[src/include/dma_macros.svh]
// --------------------
// DMA engine constants
// Widths, FIFO depth, burst limits and AXI response codes
// --------------------
`ifndef DMA_MACROS_SVH
`define DMA_MACROS_SVH

`define DMA_DATA_W          32
`define DMA_ADDR_W          32
`define DMA_BYTES_PER_WORD  4
`define DMA_FIFO_WORDS      32
// Half the FIFO, so one burst drains while the next one fills
`define DMA_MAX_BLOCK_BYTES 64
`define DMA_MAX_XFER_BYTES  32'h0010_0000
`define DMA_WR_RESP_MAX     15
`define DMA_BURST_LEN_W     7
`define DMA_CREDIT_W        6
`define DMA_WR_PEND_W       4

`define AXI_RESP_SLVERR     2'b10
`define AXI_RESP_DECERR     2'b11

`endif
[src/verilog/dma_pkg.sv]
// --------------------
// DMA package
// Vector types and the control state encoding
// --------------------
`include "dma_macros.svh"

package dma_pkg;

    // Byte address and one data beat
    typedef logic [`DMA_ADDR_W-1:0] addr_t;
    typedef logic [`DMA_DATA_W-1:0] data_t;

    // Byte count of a whole transfer
    typedef logic [31:0] xfer_len_t;

    // Byte count of one burst, up to the largest block
    typedef logic [`DMA_BURST_LEN_W-1:0] burst_len_t;

    // FIFO word count, 0 up to the full depth
    typedef logic [`DMA_CREDIT_W-1:0] credit_t;

    typedef logic [1:0] resp_t;

    typedef enum logic [1:0] {
        DMA_IDLE,
        DMA_WAIT_DATA,
        DMA_DONE,
        DMA_ERROR
    } dma_state_e;

endpackage

[src/verilog/dma_top.sv]
// --------------------
// DMA engine top level
// Command decode, read and write request generators,
// control FSM and the data FIFO between AXI read and write
// --------------------
`include "dma_macros.svh"

module dma_top (
    input  logic                clk,
    input  logic                rst_n,
    // Command and status
    input  logic                go_i,
    input  dma_pkg::addr_t      src_addr_i,
    input  dma_pkg::addr_t      dst_addr_i,
    input  dma_pkg::xfer_len_t  byte_count_i,
    input  dma_pkg::xfer_len_t  block_size_i,
    input  logic                flush_i,
    output logic                busy_o,
    output logic                done_o,
    output logic                error_o,
    // Burst requests
    output logic                rd_req_valid_o,
    input  logic                rd_req_ready_i,
    output dma_pkg::addr_t      rd_req_addr_o,
    output dma_pkg::burst_len_t rd_req_len_o,
    output logic                wr_req_valid_o,
    input  logic                wr_req_ready_i,
    output dma_pkg::addr_t      wr_req_addr_o,
    output dma_pkg::burst_len_t wr_req_len_o,
    // Data beats
    input  logic                r_valid_i,
    input  dma_pkg::data_t      r_data_i,
    output logic                r_ready_o,
    output logic                w_valid_o,
    output dma_pkg::data_t      w_data_o,
    input  logic                w_ready_i,
    // Responses
    input  logic                rd_resp_valid_i,
    input  dma_pkg::resp_t      rd_resp_i,
    input  logic                wr_resp_valid_i,
    input  dma_pkg::resp_t      wr_resp_i
);

    dma_pkg::dma_state_e       state;
    dma_pkg::burst_len_t       blk_bytes;
    logic                      cmd_err;
    logic                      fifo_push;
    logic                      fifo_pop;
    logic                      fifo_clr;
    logic [`DMA_WR_PEND_W-1:0] wr_pending;

    assign fifo_push = r_valid_i && r_ready_o;
    assign fifo_pop  = w_valid_o && w_ready_i;
    // Keeps the FIFO empty and closed between transfers
    assign fifo_clr  = (state == dma_pkg::DMA_IDLE);

    dma_cmd_decode u_cmd_decode (
        .src_addr_i  (src_addr_i),
        .dst_addr_i  (dst_addr_i),
        .byte_count_i(byte_count_i),
        .block_size_i(block_size_i),
        .cmd_err_o   (cmd_err),
        .blk_bytes_o (blk_bytes)
    );

    dma_rd_req_gen u_rd_req_gen (
        .clk           (clk),
        .rst_n         (rst_n),
        .state_i       (state),
        .src_addr_i    (src_addr_i),
        .byte_count_i  (byte_count_i),
        .blk_bytes_i   (blk_bytes),
        .fifo_pop_i    (fifo_pop),
        .rd_req_valid_o(rd_req_valid_o),
        .rd_req_ready_i(rd_req_ready_i),
        .rd_req_addr_o (rd_req_addr_o),
        .rd_req_len_o  (rd_req_len_o)
    );

    dma_wr_req_gen u_wr_req_gen (
        .clk            (clk),
        .rst_n          (rst_n),
        .state_i        (state),
        .dst_addr_i     (dst_addr_i),
        .byte_count_i   (byte_count_i),
        .blk_bytes_i    (blk_bytes),
        .fifo_push_i    (fifo_push),
        .wr_resp_valid_i(wr_resp_valid_i),
        .wr_req_valid_o (wr_req_valid_o),
        .wr_req_ready_i (wr_req_ready_i),
        .wr_req_addr_o  (wr_req_addr_o),
        .wr_req_len_o   (wr_req_len_o),
        .wr_pending_o   (wr_pending)
    );

    dma_ctrl_fsm u_ctrl_fsm (
        .clk            (clk),
        .rst_n          (rst_n),
        .go_i           (go_i),
        .flush_i        (flush_i),
        .cmd_err_i      (cmd_err),
        .byte_count_i   (byte_count_i),
        .fifo_pop_i     (fifo_pop),
        .wr_pending_i   (wr_pending),
        .rd_resp_valid_i(rd_resp_valid_i),
        .rd_resp_i      (rd_resp_i),
        .wr_resp_valid_i(wr_resp_valid_i),
        .wr_resp_i      (wr_resp_i),
        .state_o        (state),
        .busy_o         (busy_o),
        .done_o         (done_o),
        .error_o        (error_o)
    );

    dma_fifo u_fifo (
        .clk     (clk),
        .rst_n   (rst_n),
        .clr_i   (fifo_clr),
        .wvalid_i(r_valid_i),
        .wready_o(r_ready_o),
        .wdata_i (r_data_i),
        .rvalid_o(w_valid_o),
        .rready_i(w_ready_i),
        .rdata_o (w_data_o)
    );

endmodule

[src/verilog/dma_fifo.sv]
// --------------------
// DMA data FIFO
// Circular buffer between read data and write data,
// with a synchronous clear
// --------------------
`include "dma_macros.svh"

module dma_fifo (
    input  logic          clk,
    input  logic          rst_n,
    input  logic          clr_i,
    input  logic          wvalid_i,
    output logic          wready_o,
    input  dma_pkg::data_t wdata_i,
    output logic          rvalid_o,
    input  logic          rready_i,
    output dma_pkg::data_t rdata_o
);

    localparam int PTR_W = $clog2(`DMA_FIFO_WORDS);

    dma_pkg::data_t   mem [`DMA_FIFO_WORDS];
    logic [PTR_W-1:0] wr_ptr;
    logic [PTR_W-1:0] rd_ptr;
    dma_pkg::credit_t count;
    logic             push;
    logic             pop;

    // Both sides are closed while the clear is held
    assign wready_o = !clr_i && (count != dma_pkg::credit_t'(`DMA_FIFO_WORDS));
    assign rvalid_o = !clr_i && (count != '0);
    assign rdata_o  = mem[rd_ptr];
    assign push     = wvalid_i && wready_o;
    assign pop      = rvalid_o && rready_i;

    always_ff @(posedge clk or negedge rst_n) begin
        if (!rst_n) begin
            wr_ptr <= '0;
            rd_ptr <= '0;
            count  <= '0;
        end else if (clr_i) begin
            wr_ptr <= '0;
            rd_ptr <= '0;
            count  <= '0;
        end else begin
            if (push) begin
                wr_ptr <= wr_ptr + 1'b1;
            end
            if (pop) begin
                rd_ptr <= rd_ptr + 1'b1;
            end
            count <= count + dma_pkg::credit_t'(push) - dma_pkg::credit_t'(pop);
        end
    end

    always_ff @(posedge clk) begin
        if (push) begin
            mem[wr_ptr] <= wdata_i;
        end
    end

endmodule

[src/verilog/dma_ctrl_fsm.sv]
// --------------------
// DMA control FSM
// Sequences a transfer from go to done or error, counts
// bytes still to be written and latches AXI errors
// --------------------
`include "dma_macros.svh"

module dma_ctrl_fsm (
    input  logic                      clk,
    input  logic                      rst_n,
    input  logic                      go_i,
    input  logic                      flush_i,
    input  logic                      cmd_err_i,
    input  dma_pkg::xfer_len_t        byte_count_i,
    input  logic                      fifo_pop_i,
    input  logic [`DMA_WR_PEND_W-1:0] wr_pending_i,
    input  logic                      rd_resp_valid_i,
    input  dma_pkg::resp_t            rd_resp_i,
    input  logic                      wr_resp_valid_i,
    input  dma_pkg::resp_t            wr_resp_i,
    output dma_pkg::dma_state_e       state_o,
    output logic                      busy_o,
    output logic                      done_o,
    output logic                      error_o
);

    dma_pkg::dma_state_e state_ns;
    dma_pkg::xfer_len_t  bytes_remaining;
    logic                axi_error;
    logic                rd_resp_err;
    logic                wr_resp_err;
    logic                xfer_end;

    assign rd_resp_err = rd_resp_valid_i && (rd_resp_i inside {`AXI_RESP_SLVERR, `AXI_RESP_DECERR});
    assign wr_resp_err = wr_resp_valid_i && (wr_resp_i inside {`AXI_RESP_SLVERR, `AXI_RESP_DECERR});
    assign xfer_end    = (bytes_remaining == '0) && (wr_pending_i == '0);

    always_comb begin
        state_ns = state_o;
        case (state_o)
            dma_pkg::DMA_IDLE: begin
                if (go_i) begin
                    state_ns = cmd_err_i ? dma_pkg::DMA_ERROR : dma_pkg::DMA_WAIT_DATA;
                end
            end
            dma_pkg::DMA_WAIT_DATA: begin
                if (xfer_end) begin
                    state_ns = axi_error ? dma_pkg::DMA_ERROR : dma_pkg::DMA_DONE;
                end
            end
            dma_pkg::DMA_DONE: state_ns = dma_pkg::DMA_IDLE;
            dma_pkg::DMA_ERROR: begin
                if (flush_i) begin
                    state_ns = dma_pkg::DMA_IDLE;
                end
            end
            default: state_ns = dma_pkg::DMA_IDLE;
        endcase
    end

    always_ff @(posedge clk or negedge rst_n) begin
        if (!rst_n) begin
            state_o         <= dma_pkg::DMA_IDLE;
            bytes_remaining <= '0;
            axi_error       <= 1'b0;
        end else begin
            state_o <= state_ns;
            // Counted at the write side, one word per FIFO pop
            if ((state_o == dma_pkg::DMA_IDLE) && go_i) begin
                bytes_remaining <= byte_count_i;
            end else if (fifo_pop_i) begin
                bytes_remaining <= bytes_remaining - `DMA_BYTES_PER_WORD;
            end
            if ((state_o == dma_pkg::DMA_IDLE) || flush_i) begin
                axi_error <= 1'b0;
            end else if (rd_resp_err || wr_resp_err) begin
                axi_error <= 1'b1;
            end
        end
    end

    assign busy_o  = (state_o != dma_pkg::DMA_IDLE);
    assign done_o  = (state_o == dma_pkg::DMA_DONE);
    assign error_o = (state_o == dma_pkg::DMA_ERROR);

endmodule

[src/verilog/dma_wr_req_gen.sv]
// --------------------
// DMA write request generator
// Issues block-bounded write bursts once the FIFO holds
// their data, and tracks outstanding write responses
// --------------------
`include "dma_macros.svh"

module dma_wr_req_gen (
    input  logic                     clk,
    input  logic                     rst_n,
    input  dma_pkg::dma_state_e      state_i,
    input  dma_pkg::addr_t           dst_addr_i,
    input  dma_pkg::xfer_len_t       byte_count_i,
    input  dma_pkg::burst_len_t      blk_bytes_i,
    input  logic                     fifo_push_i,
    input  logic                     wr_resp_valid_i,
    output logic                     wr_req_valid_o,
    input  logic                     wr_req_ready_i,
    output dma_pkg::addr_t           wr_req_addr_o,
    output dma_pkg::burst_len_t      wr_req_len_o,
    output logic [`DMA_WR_PEND_W-1:0] wr_pending_o
);

    localparam int WORD_LSB = $clog2(`DMA_BYTES_PER_WORD);

    dma_pkg::xfer_len_t  wr_requested;
    dma_pkg::xfer_len_t  wr_remaining;
    dma_pkg::burst_len_t to_boundary;
    dma_pkg::burst_len_t burst_bytes;
    dma_pkg::credit_t    burst_words;
    dma_pkg::credit_t    fill_credits;
    logic                wr_hshake;

    always_comb begin
        wr_remaining  = byte_count_i - wr_requested;
        wr_req_addr_o = dst_addr_i + wr_requested;
        to_boundary   = blk_bytes_i - (dma_pkg::burst_len_t'(wr_req_addr_o) &
                                       (blk_bytes_i - dma_pkg::burst_len_t'(1)));
        if (wr_remaining < dma_pkg::xfer_len_t'(to_boundary)) begin
            burst_bytes = dma_pkg::burst_len_t'(wr_remaining);
        end else begin
            burst_bytes = to_boundary;
        end
        burst_words   = dma_pkg::credit_t'(burst_bytes[`DMA_BURST_LEN_W-1:WORD_LSB]);
    end

    // Stall while the response counter is saturated
    assign wr_req_len_o   = burst_bytes - dma_pkg::burst_len_t'(`DMA_BYTES_PER_WORD);
    assign wr_req_valid_o = (state_i == dma_pkg::DMA_WAIT_DATA) &&
                            (wr_requested < byte_count_i) &&
                            (fill_credits >= burst_words) &&
                            (wr_pending_o != `DMA_WR_PEND_W'(`DMA_WR_RESP_MAX));
    assign wr_hshake      = wr_req_valid_o && wr_req_ready_i;

    always_ff @(posedge clk or negedge rst_n) begin
        if (!rst_n) begin
            wr_requested <= '0;
            fill_credits <= '0;
            wr_pending_o <= '0;
        end else if (state_i == dma_pkg::DMA_IDLE) begin
            wr_requested <= '0;
            fill_credits <= '0;
            wr_pending_o <= '0;
        end else begin
            if (wr_hshake) begin
                wr_requested <= wr_requested + dma_pkg::xfer_len_t'(burst_bytes);
            end
            fill_credits <= fill_credits + dma_pkg::credit_t'(fifo_push_i) -
                            (wr_hshake ? burst_words : '0);
            // Request and response in one cycle cancel out
            if (wr_hshake && !wr_resp_valid_i) begin
                wr_pending_o <= wr_pending_o + 1'b1;
            end else if (!wr_hshake && wr_resp_valid_i) begin
                wr_pending_o <= wr_pending_o - 1'b1;
            end
        end
    end

endmodule

[src/verilog/dma_rd_req_gen.sv]
// --------------------
// DMA read request generator
// Splits the source range into block-bounded bursts and
// holds each one back until the FIFO has room for it
// --------------------
`include "dma_macros.svh"

module dma_rd_req_gen (
    input  logic                clk,
    input  logic                rst_n,
    input  dma_pkg::dma_state_e state_i,
    input  dma_pkg::addr_t      src_addr_i,
    input  dma_pkg::xfer_len_t  byte_count_i,
    input  dma_pkg::burst_len_t blk_bytes_i,
    input  logic                fifo_pop_i,
    output logic                rd_req_valid_o,
    input  logic                rd_req_ready_i,
    output dma_pkg::addr_t      rd_req_addr_o,
    output dma_pkg::burst_len_t rd_req_len_o
);

    localparam int WORD_LSB = $clog2(`DMA_BYTES_PER_WORD);

    dma_pkg::xfer_len_t  rd_requested;
    dma_pkg::xfer_len_t  rd_remaining;
    dma_pkg::burst_len_t to_boundary;
    dma_pkg::burst_len_t burst_bytes;
    dma_pkg::credit_t    burst_words;
    dma_pkg::credit_t    free_credits;
    logic                rd_hshake;

    always_comb begin
        rd_remaining  = byte_count_i - rd_requested;
        rd_req_addr_o = src_addr_i + rd_requested;
        // Bytes left before the next block boundary
        to_boundary   = blk_bytes_i - (dma_pkg::burst_len_t'(rd_req_addr_o) &
                                       (blk_bytes_i - dma_pkg::burst_len_t'(1)));
        if (rd_remaining < dma_pkg::xfer_len_t'(to_boundary)) begin
            burst_bytes = dma_pkg::burst_len_t'(rd_remaining);
        end else begin
            burst_bytes = to_boundary;
        end
        burst_words   = dma_pkg::credit_t'(burst_bytes[`DMA_BURST_LEN_W-1:WORD_LSB]);
    end

    assign rd_req_len_o   = burst_bytes - dma_pkg::burst_len_t'(`DMA_BYTES_PER_WORD);
    assign rd_req_valid_o = (state_i == dma_pkg::DMA_WAIT_DATA) &&
                            (rd_requested < byte_count_i) &&
                            (free_credits >= burst_words);
    assign rd_hshake      = rd_req_valid_o && rd_req_ready_i;

    always_ff @(posedge clk or negedge rst_n) begin
        if (!rst_n) begin
            rd_requested <= '0;
            free_credits <= dma_pkg::credit_t'(`DMA_FIFO_WORDS);
        end else if (state_i == dma_pkg::DMA_IDLE) begin
            rd_requested <= '0;
            free_credits <= dma_pkg::credit_t'(`DMA_FIFO_WORDS);
        end else begin
            if (rd_hshake) begin
                rd_requested <= rd_requested + dma_pkg::xfer_len_t'(burst_bytes);
            end
            // A slot comes back each time the write side drains a word
            free_credits <= free_credits + dma_pkg::credit_t'(fifo_pop_i) -
                            (rd_hshake ? burst_words : '0);
        end
    end

endmodule

[src/verilog/dma_cmd_decode.sv]
// --------------------
// DMA command decode
// Flags illegal commands and picks the block size used
// to split a transfer into bursts
// --------------------
`include "dma_macros.svh"

module dma_cmd_decode (
    input  dma_pkg::addr_t      src_addr_i,
    input  dma_pkg::addr_t      dst_addr_i,
    input  dma_pkg::xfer_len_t  byte_count_i,
    input  dma_pkg::xfer_len_t  block_size_i,
    output logic                cmd_err_o,
    output dma_pkg::burst_len_t blk_bytes_o
);

    localparam int WORD_LSB = $clog2(`DMA_BYTES_PER_WORD);

    logic inv_byte_count;
    logic inv_block_size;
    logic inv_addr;

    always_comb begin
        inv_byte_count = (byte_count_i == '0) ||
                         (|byte_count_i[WORD_LSB-1:0]) ||
                         (byte_count_i > `DMA_MAX_XFER_BYTES);
        // Zero block size means "use the largest block"
        inv_block_size = (block_size_i != '0) &&
                         ((|(block_size_i & (block_size_i - dma_pkg::xfer_len_t'(1)))) ||
                          (|block_size_i[WORD_LSB-1:0]));
        inv_addr       = (|src_addr_i[WORD_LSB-1:0]) || (|dst_addr_i[WORD_LSB-1:0]);
    end

    assign cmd_err_o = inv_byte_count || inv_block_size || inv_addr;

    // Blocks larger than half the FIFO are clamped
    always_comb begin
        if ((block_size_i != '0) && (block_size_i <= `DMA_MAX_BLOCK_BYTES)) begin
            blk_bytes_o = dma_pkg::burst_len_t'(block_size_i);
        end else begin
            blk_bytes_o = dma_pkg::burst_len_t'(`DMA_MAX_BLOCK_BYTES);
        end
    end

endmodule

[config.mk]
export PLATFORM = sky130hd
export DESIGN_NAME = dma_top
export DESIGN_NICKNAME = d
export VERILOG_FILES = /design/src/verilog/dma_pkg.sv /design/src/verilog/dma_top.sv /design/src/verilog/dma_fifo.sv /design/src/verilog/dma_ctrl_fsm.sv /design/src/verilog/dma_wr_req_gen.sv /design/src/verilog/dma_rd_req_gen.sv /design/src/verilog/dma_cmd_decode.sv
export VERILOG_INCLUDE_DIRS = /design/src /design/src/include
export SDC_FILE = /design/constraint.sdc
export NUM_CORES = 2
export LEC_CHECK = 0
export BUFFER_PORTS_ARGS = -buffer_cell sky130_fd_sc_hd__buf_2
export CORE_MARGIN = 3
export CORE_UTILIZATION = 56
export DETAILED_ROUTE_END_ITERATION = 16
export GPL_ROUTABILITY_DRIVEN = 0
export PLACE_DENSITY = 0.8
export SLEW_MARGIN = 20
export SYNTH_ARGS = -nofsm -noshare
export SYNTH_HDL_FRONTEND = slang
export SYNTH_SLANG_ARGS = --single-unit
[constraint.sdc]
create_clock -name clk -period 7.3 [get_ports clk]
set_clock_uncertainty 0.05 [all_clocks]
set_input_delay 0.73 -clock clk [delete_from_list [all_inputs] [get_ports clk]]
set_output_delay 0.73 -clock clk [all_outputs]
set_load 0.005 [all_outputs]
==> results by group <==
Status
  • Outcome: finished, violations left
  • Failing checks: negative hold slack, negative setup slack

Synthesis
  • Syn Area/Cell: 15.0 µm²
  • Synth Register Bits: 1155
  • Count of flip-flops with a built-in enable after synthesis: 1024
  • Post-synth top cells: 1024 x edfxtp_1, 321 x mux4_2, 219 x nand2_1
  • Area leader, netlist: edfxtp_1
  • Syn_nets: 4145
  • Synth Warn #: 0
  • Post-synth top area share: 54.8%
  • Syn Std Cell Area: 0.0562 mm²
  • Async SR Flop Fraction: 11.3%
  • Main synth FF type: edfxtp_1
  • Mapped Cells: 3756
  • Top-count cell post-synth: edfxtp_1
  • Post-synthesis sequential area ratio: 60.6%
  • Post-synth cell types: 108
  • Most area-consuming cells after synthesis: edfxtp_1 55%, mux4_2 13%, dfrtp_1 5.8%

Flow run
  • Max Cap Viol: 0

STA
  • Final Max Tran Viols: 0
  • Setup ws final: -1.02 ns
  • Fin crit period: 8.32 ns
  • Setup TNS: -21.81 ns
  • Final Cycle Share: 114%
  • Setup violations, final: 43
  • Fmax: 0.120 GHz
  • Final count of hold timing violations: 1
  • RSZ-0062 raised after global routing: true
  • Slew HR: 31.2%
  • Worst-Margin Slew: 1.02 ns
  • Final hold slack: -0.0000399 ns

Floorplan
  • Num ports: 291
  • Num rows: 115
  • Die ar.: 0.104 mm²
  • Die extent in x: 323 µm
  • Initial Utilization: 56.8%
  • Core Box Area: 0.0989 mm²
  • Die Span Y: 323 µm

Route
  • Pre-antenna DRT Iters: 6
  • DRC: 0
  • WL/cell: 30.3 µm
  • Antenna violation net count after detailed routing: 0
  • DR vias: 38900
  • Drt via density: 6.78
  • Drt total wl: 174000 µm
  • Initial drt markers: 4818

Worst setup path
  • WP data arrival: 7.54 ns
  • Slowest CP cell: fa_2
  • Critical Path Max Stage Delay: 0.42 ns
  • CP Capture Type: output pin
  • R2R cell count: 40
  • Worst-path fanout max: 3
  • Critical path required time: 6.52 ns
  • Crit start category: input port
  • Setup CP Type: input port to output pin

Placed design
  • Port buffer count: 288
  • Pre-CTS WS: -1.44 ns
  • DP HPWL: 101000 µm

Clocking
  • CTS buffer count: 111
  • Skew-Pair Late Insertion Delay: 0.69 ns
  • Clock transition at the registers of the reported paths: 0.06 ns
  • Root Buffer: clkbuf_16
  • Sink Count: 1155
  • Clk buf depth: 3
  • CTS tree: built
  • H-Tree Depth: 3

Global routing
  • Initial antenna violation count: 9
  • GRT Total Usage: 33.0%
  • First-pass GRT wire length: 251000 µm
  • Vias in the first global route: 38000
  • GRT Residual Overflow: 0
  • Largest net degree at the start of global routing: 109

Power and ir drop
  • Leakage: 23.5 nW
  • Pwr dens: 322 mW/mm²
  • VDD IR max: 281 µV

Final layout
  • Nets: 4740
  • Area delta synth->final: 18.0%
  • Fillers: 6270
  • Layout cells sized above 1: 31.3%

Hold path
  • Min-Delay Path Class: input port to async pin
==> power by group <==
group	total (mW)	internal, mW	switching [mW]
clock	5.79	3.20	2.60
sequential	7.86	7.52	0.342
combinational	7.65	3.70	3.95
total	21.3	14.4	6.88
==> final cells by class <==
type	instances	area, µm²	area share (%)
Timing Repair Buffer	636	4240	6.41
Sequential cell	1155	34000	51.4
Tap cell	1287	1610	2.43
Antenna cell	5	12.5	0.0189
Inverter	180	681	1.03
Multi-Input combinational cell	2267	22000	33.2
Clock inverter	79	753	1.14
Clock buffer	130	2880	4.35
==> registers in the layout, indices dropped and copies added (netlist names) <==
register,count
u_rd_req_gen.rd_requested,32
u_ctrl_fsm.bytes_remaining,32
u_fifo.wr_ptr,5
u_fifo.mem,1024
u_rd_req_gen.free_credits,6
u_ctrl_fsm.state_o,2
u_fifo.count,6
u_ctrl_fsm.axi_error,1
u_wr_req_gen.wr_requested,32
u_wr_req_gen.fill_credits,6
u_fifo.rd_ptr,5
u_wr_req_gen.wr_pending_o,4
==> cells by family (layout without fill, tap and decap cells) <==
logic type                 count (synthesis)  in the layout  share of synthesized area [%]
DFF                                     1155           1155                           60.6
and+or+nand+nor                          875            875                           7.89
xor gates and xnor gates                 153            153                           2.39
AOI/OAI and AO/OA                        634            634                           7.71
muxes                                    383            383                           14.1
buffers and inverters                    334           1025                           2.28
other                                      0              5                              0
adders and majority gates                222            222                           5.06
==> routing by layer <==
metal  up-vias  track usage, %  routed length [µm]
li1      16100               -                   -
met1     19300            42.1               60000
met2      2795            53.3               83500
met3       718            7.27               18800
met4         8            17.9               11300
met5         -               0                  47
==> worst max-delay path, delay by kind of cell <==
kind            cells  cell delay [ns]
simple gates       12             2.28
compound gates     12             1.92
fa+ha+maj           4             1.11
xor+xnor            1             0.18
buf+inv             8             0.98
mux                 1             0.34
==> what timing repair did <==
item	CTS	global route
setup endpoints to repair	43	68
hold buffers	0	0
setup buffers	37	19
pin swaps	44	89
resized for setup	86	110
cloned	1	0
==> metrics by stage <==
step	instances	power [mW]	cell area, µm²	utilization, %
after floorplan	3756	12.3	56400	-
after global placement	5472	14.6	61300	62.0
after detailed placement	5472	14.8	61300	62.0
after CTS	5718	21.0	65600	66.4
after global routing	5736	22.1	66200	67.0
final	5739	21.3	66200	67.0
==> cell usage in the layout (no fill, tap or decap), types with 45 or more instances in the layout <==
| cell | synthesis | routed |
|---|---|---|
| a21oi_1 | 172 | 152 |
| a21o_1 | 45 | 45 |
| o21ai_0 | 131 | 114 |
| edfxtp_1 | 1024 | 1024 |
| clkbuf_16 | 0 | 111 |
| dfrtp_1 | 130 | 125 |
| buf_4 | 0 | 319 |
| nand3_1 | 91 | 79 |
| ha_1 | 204 | 189 |
| mux4_2 | 321 | 321 |
| nor2_1 | 205 | 167 |
| inv_1 | 179 | 168 |
| nand2_1 | 219 | 210 |
| xnor2_1 | 113 | 97 |
| nor3_1 | 65 | 61 |
| buf_2 | 10 | 280 |
==> final timing paths <==
kind | start | endpoint | slack, ns
worst max-delay path | block_size_i[14] | rd_req_valid_o | -1.02
worst min-delay path | rst_n | u_wr_req_gen.wr_requested[5] | -0.00004
worst max register to register | u_rd_req_gen.rd_requested[0] | u_rd_req_gen.rd_requested[18] | -0.68
worst min register to register | u_ctrl_fsm.bytes_remaining[1] | u_ctrl_fsm.bytes_remaining[1] | 0.43
max in group asynchronous | rst_n | u_fifo.rd_ptr[2] | 5.74
min in group clk | flush_i | u_ctrl_fsm.axi_error | 0.25
Power figures use the tool's default switching activity.
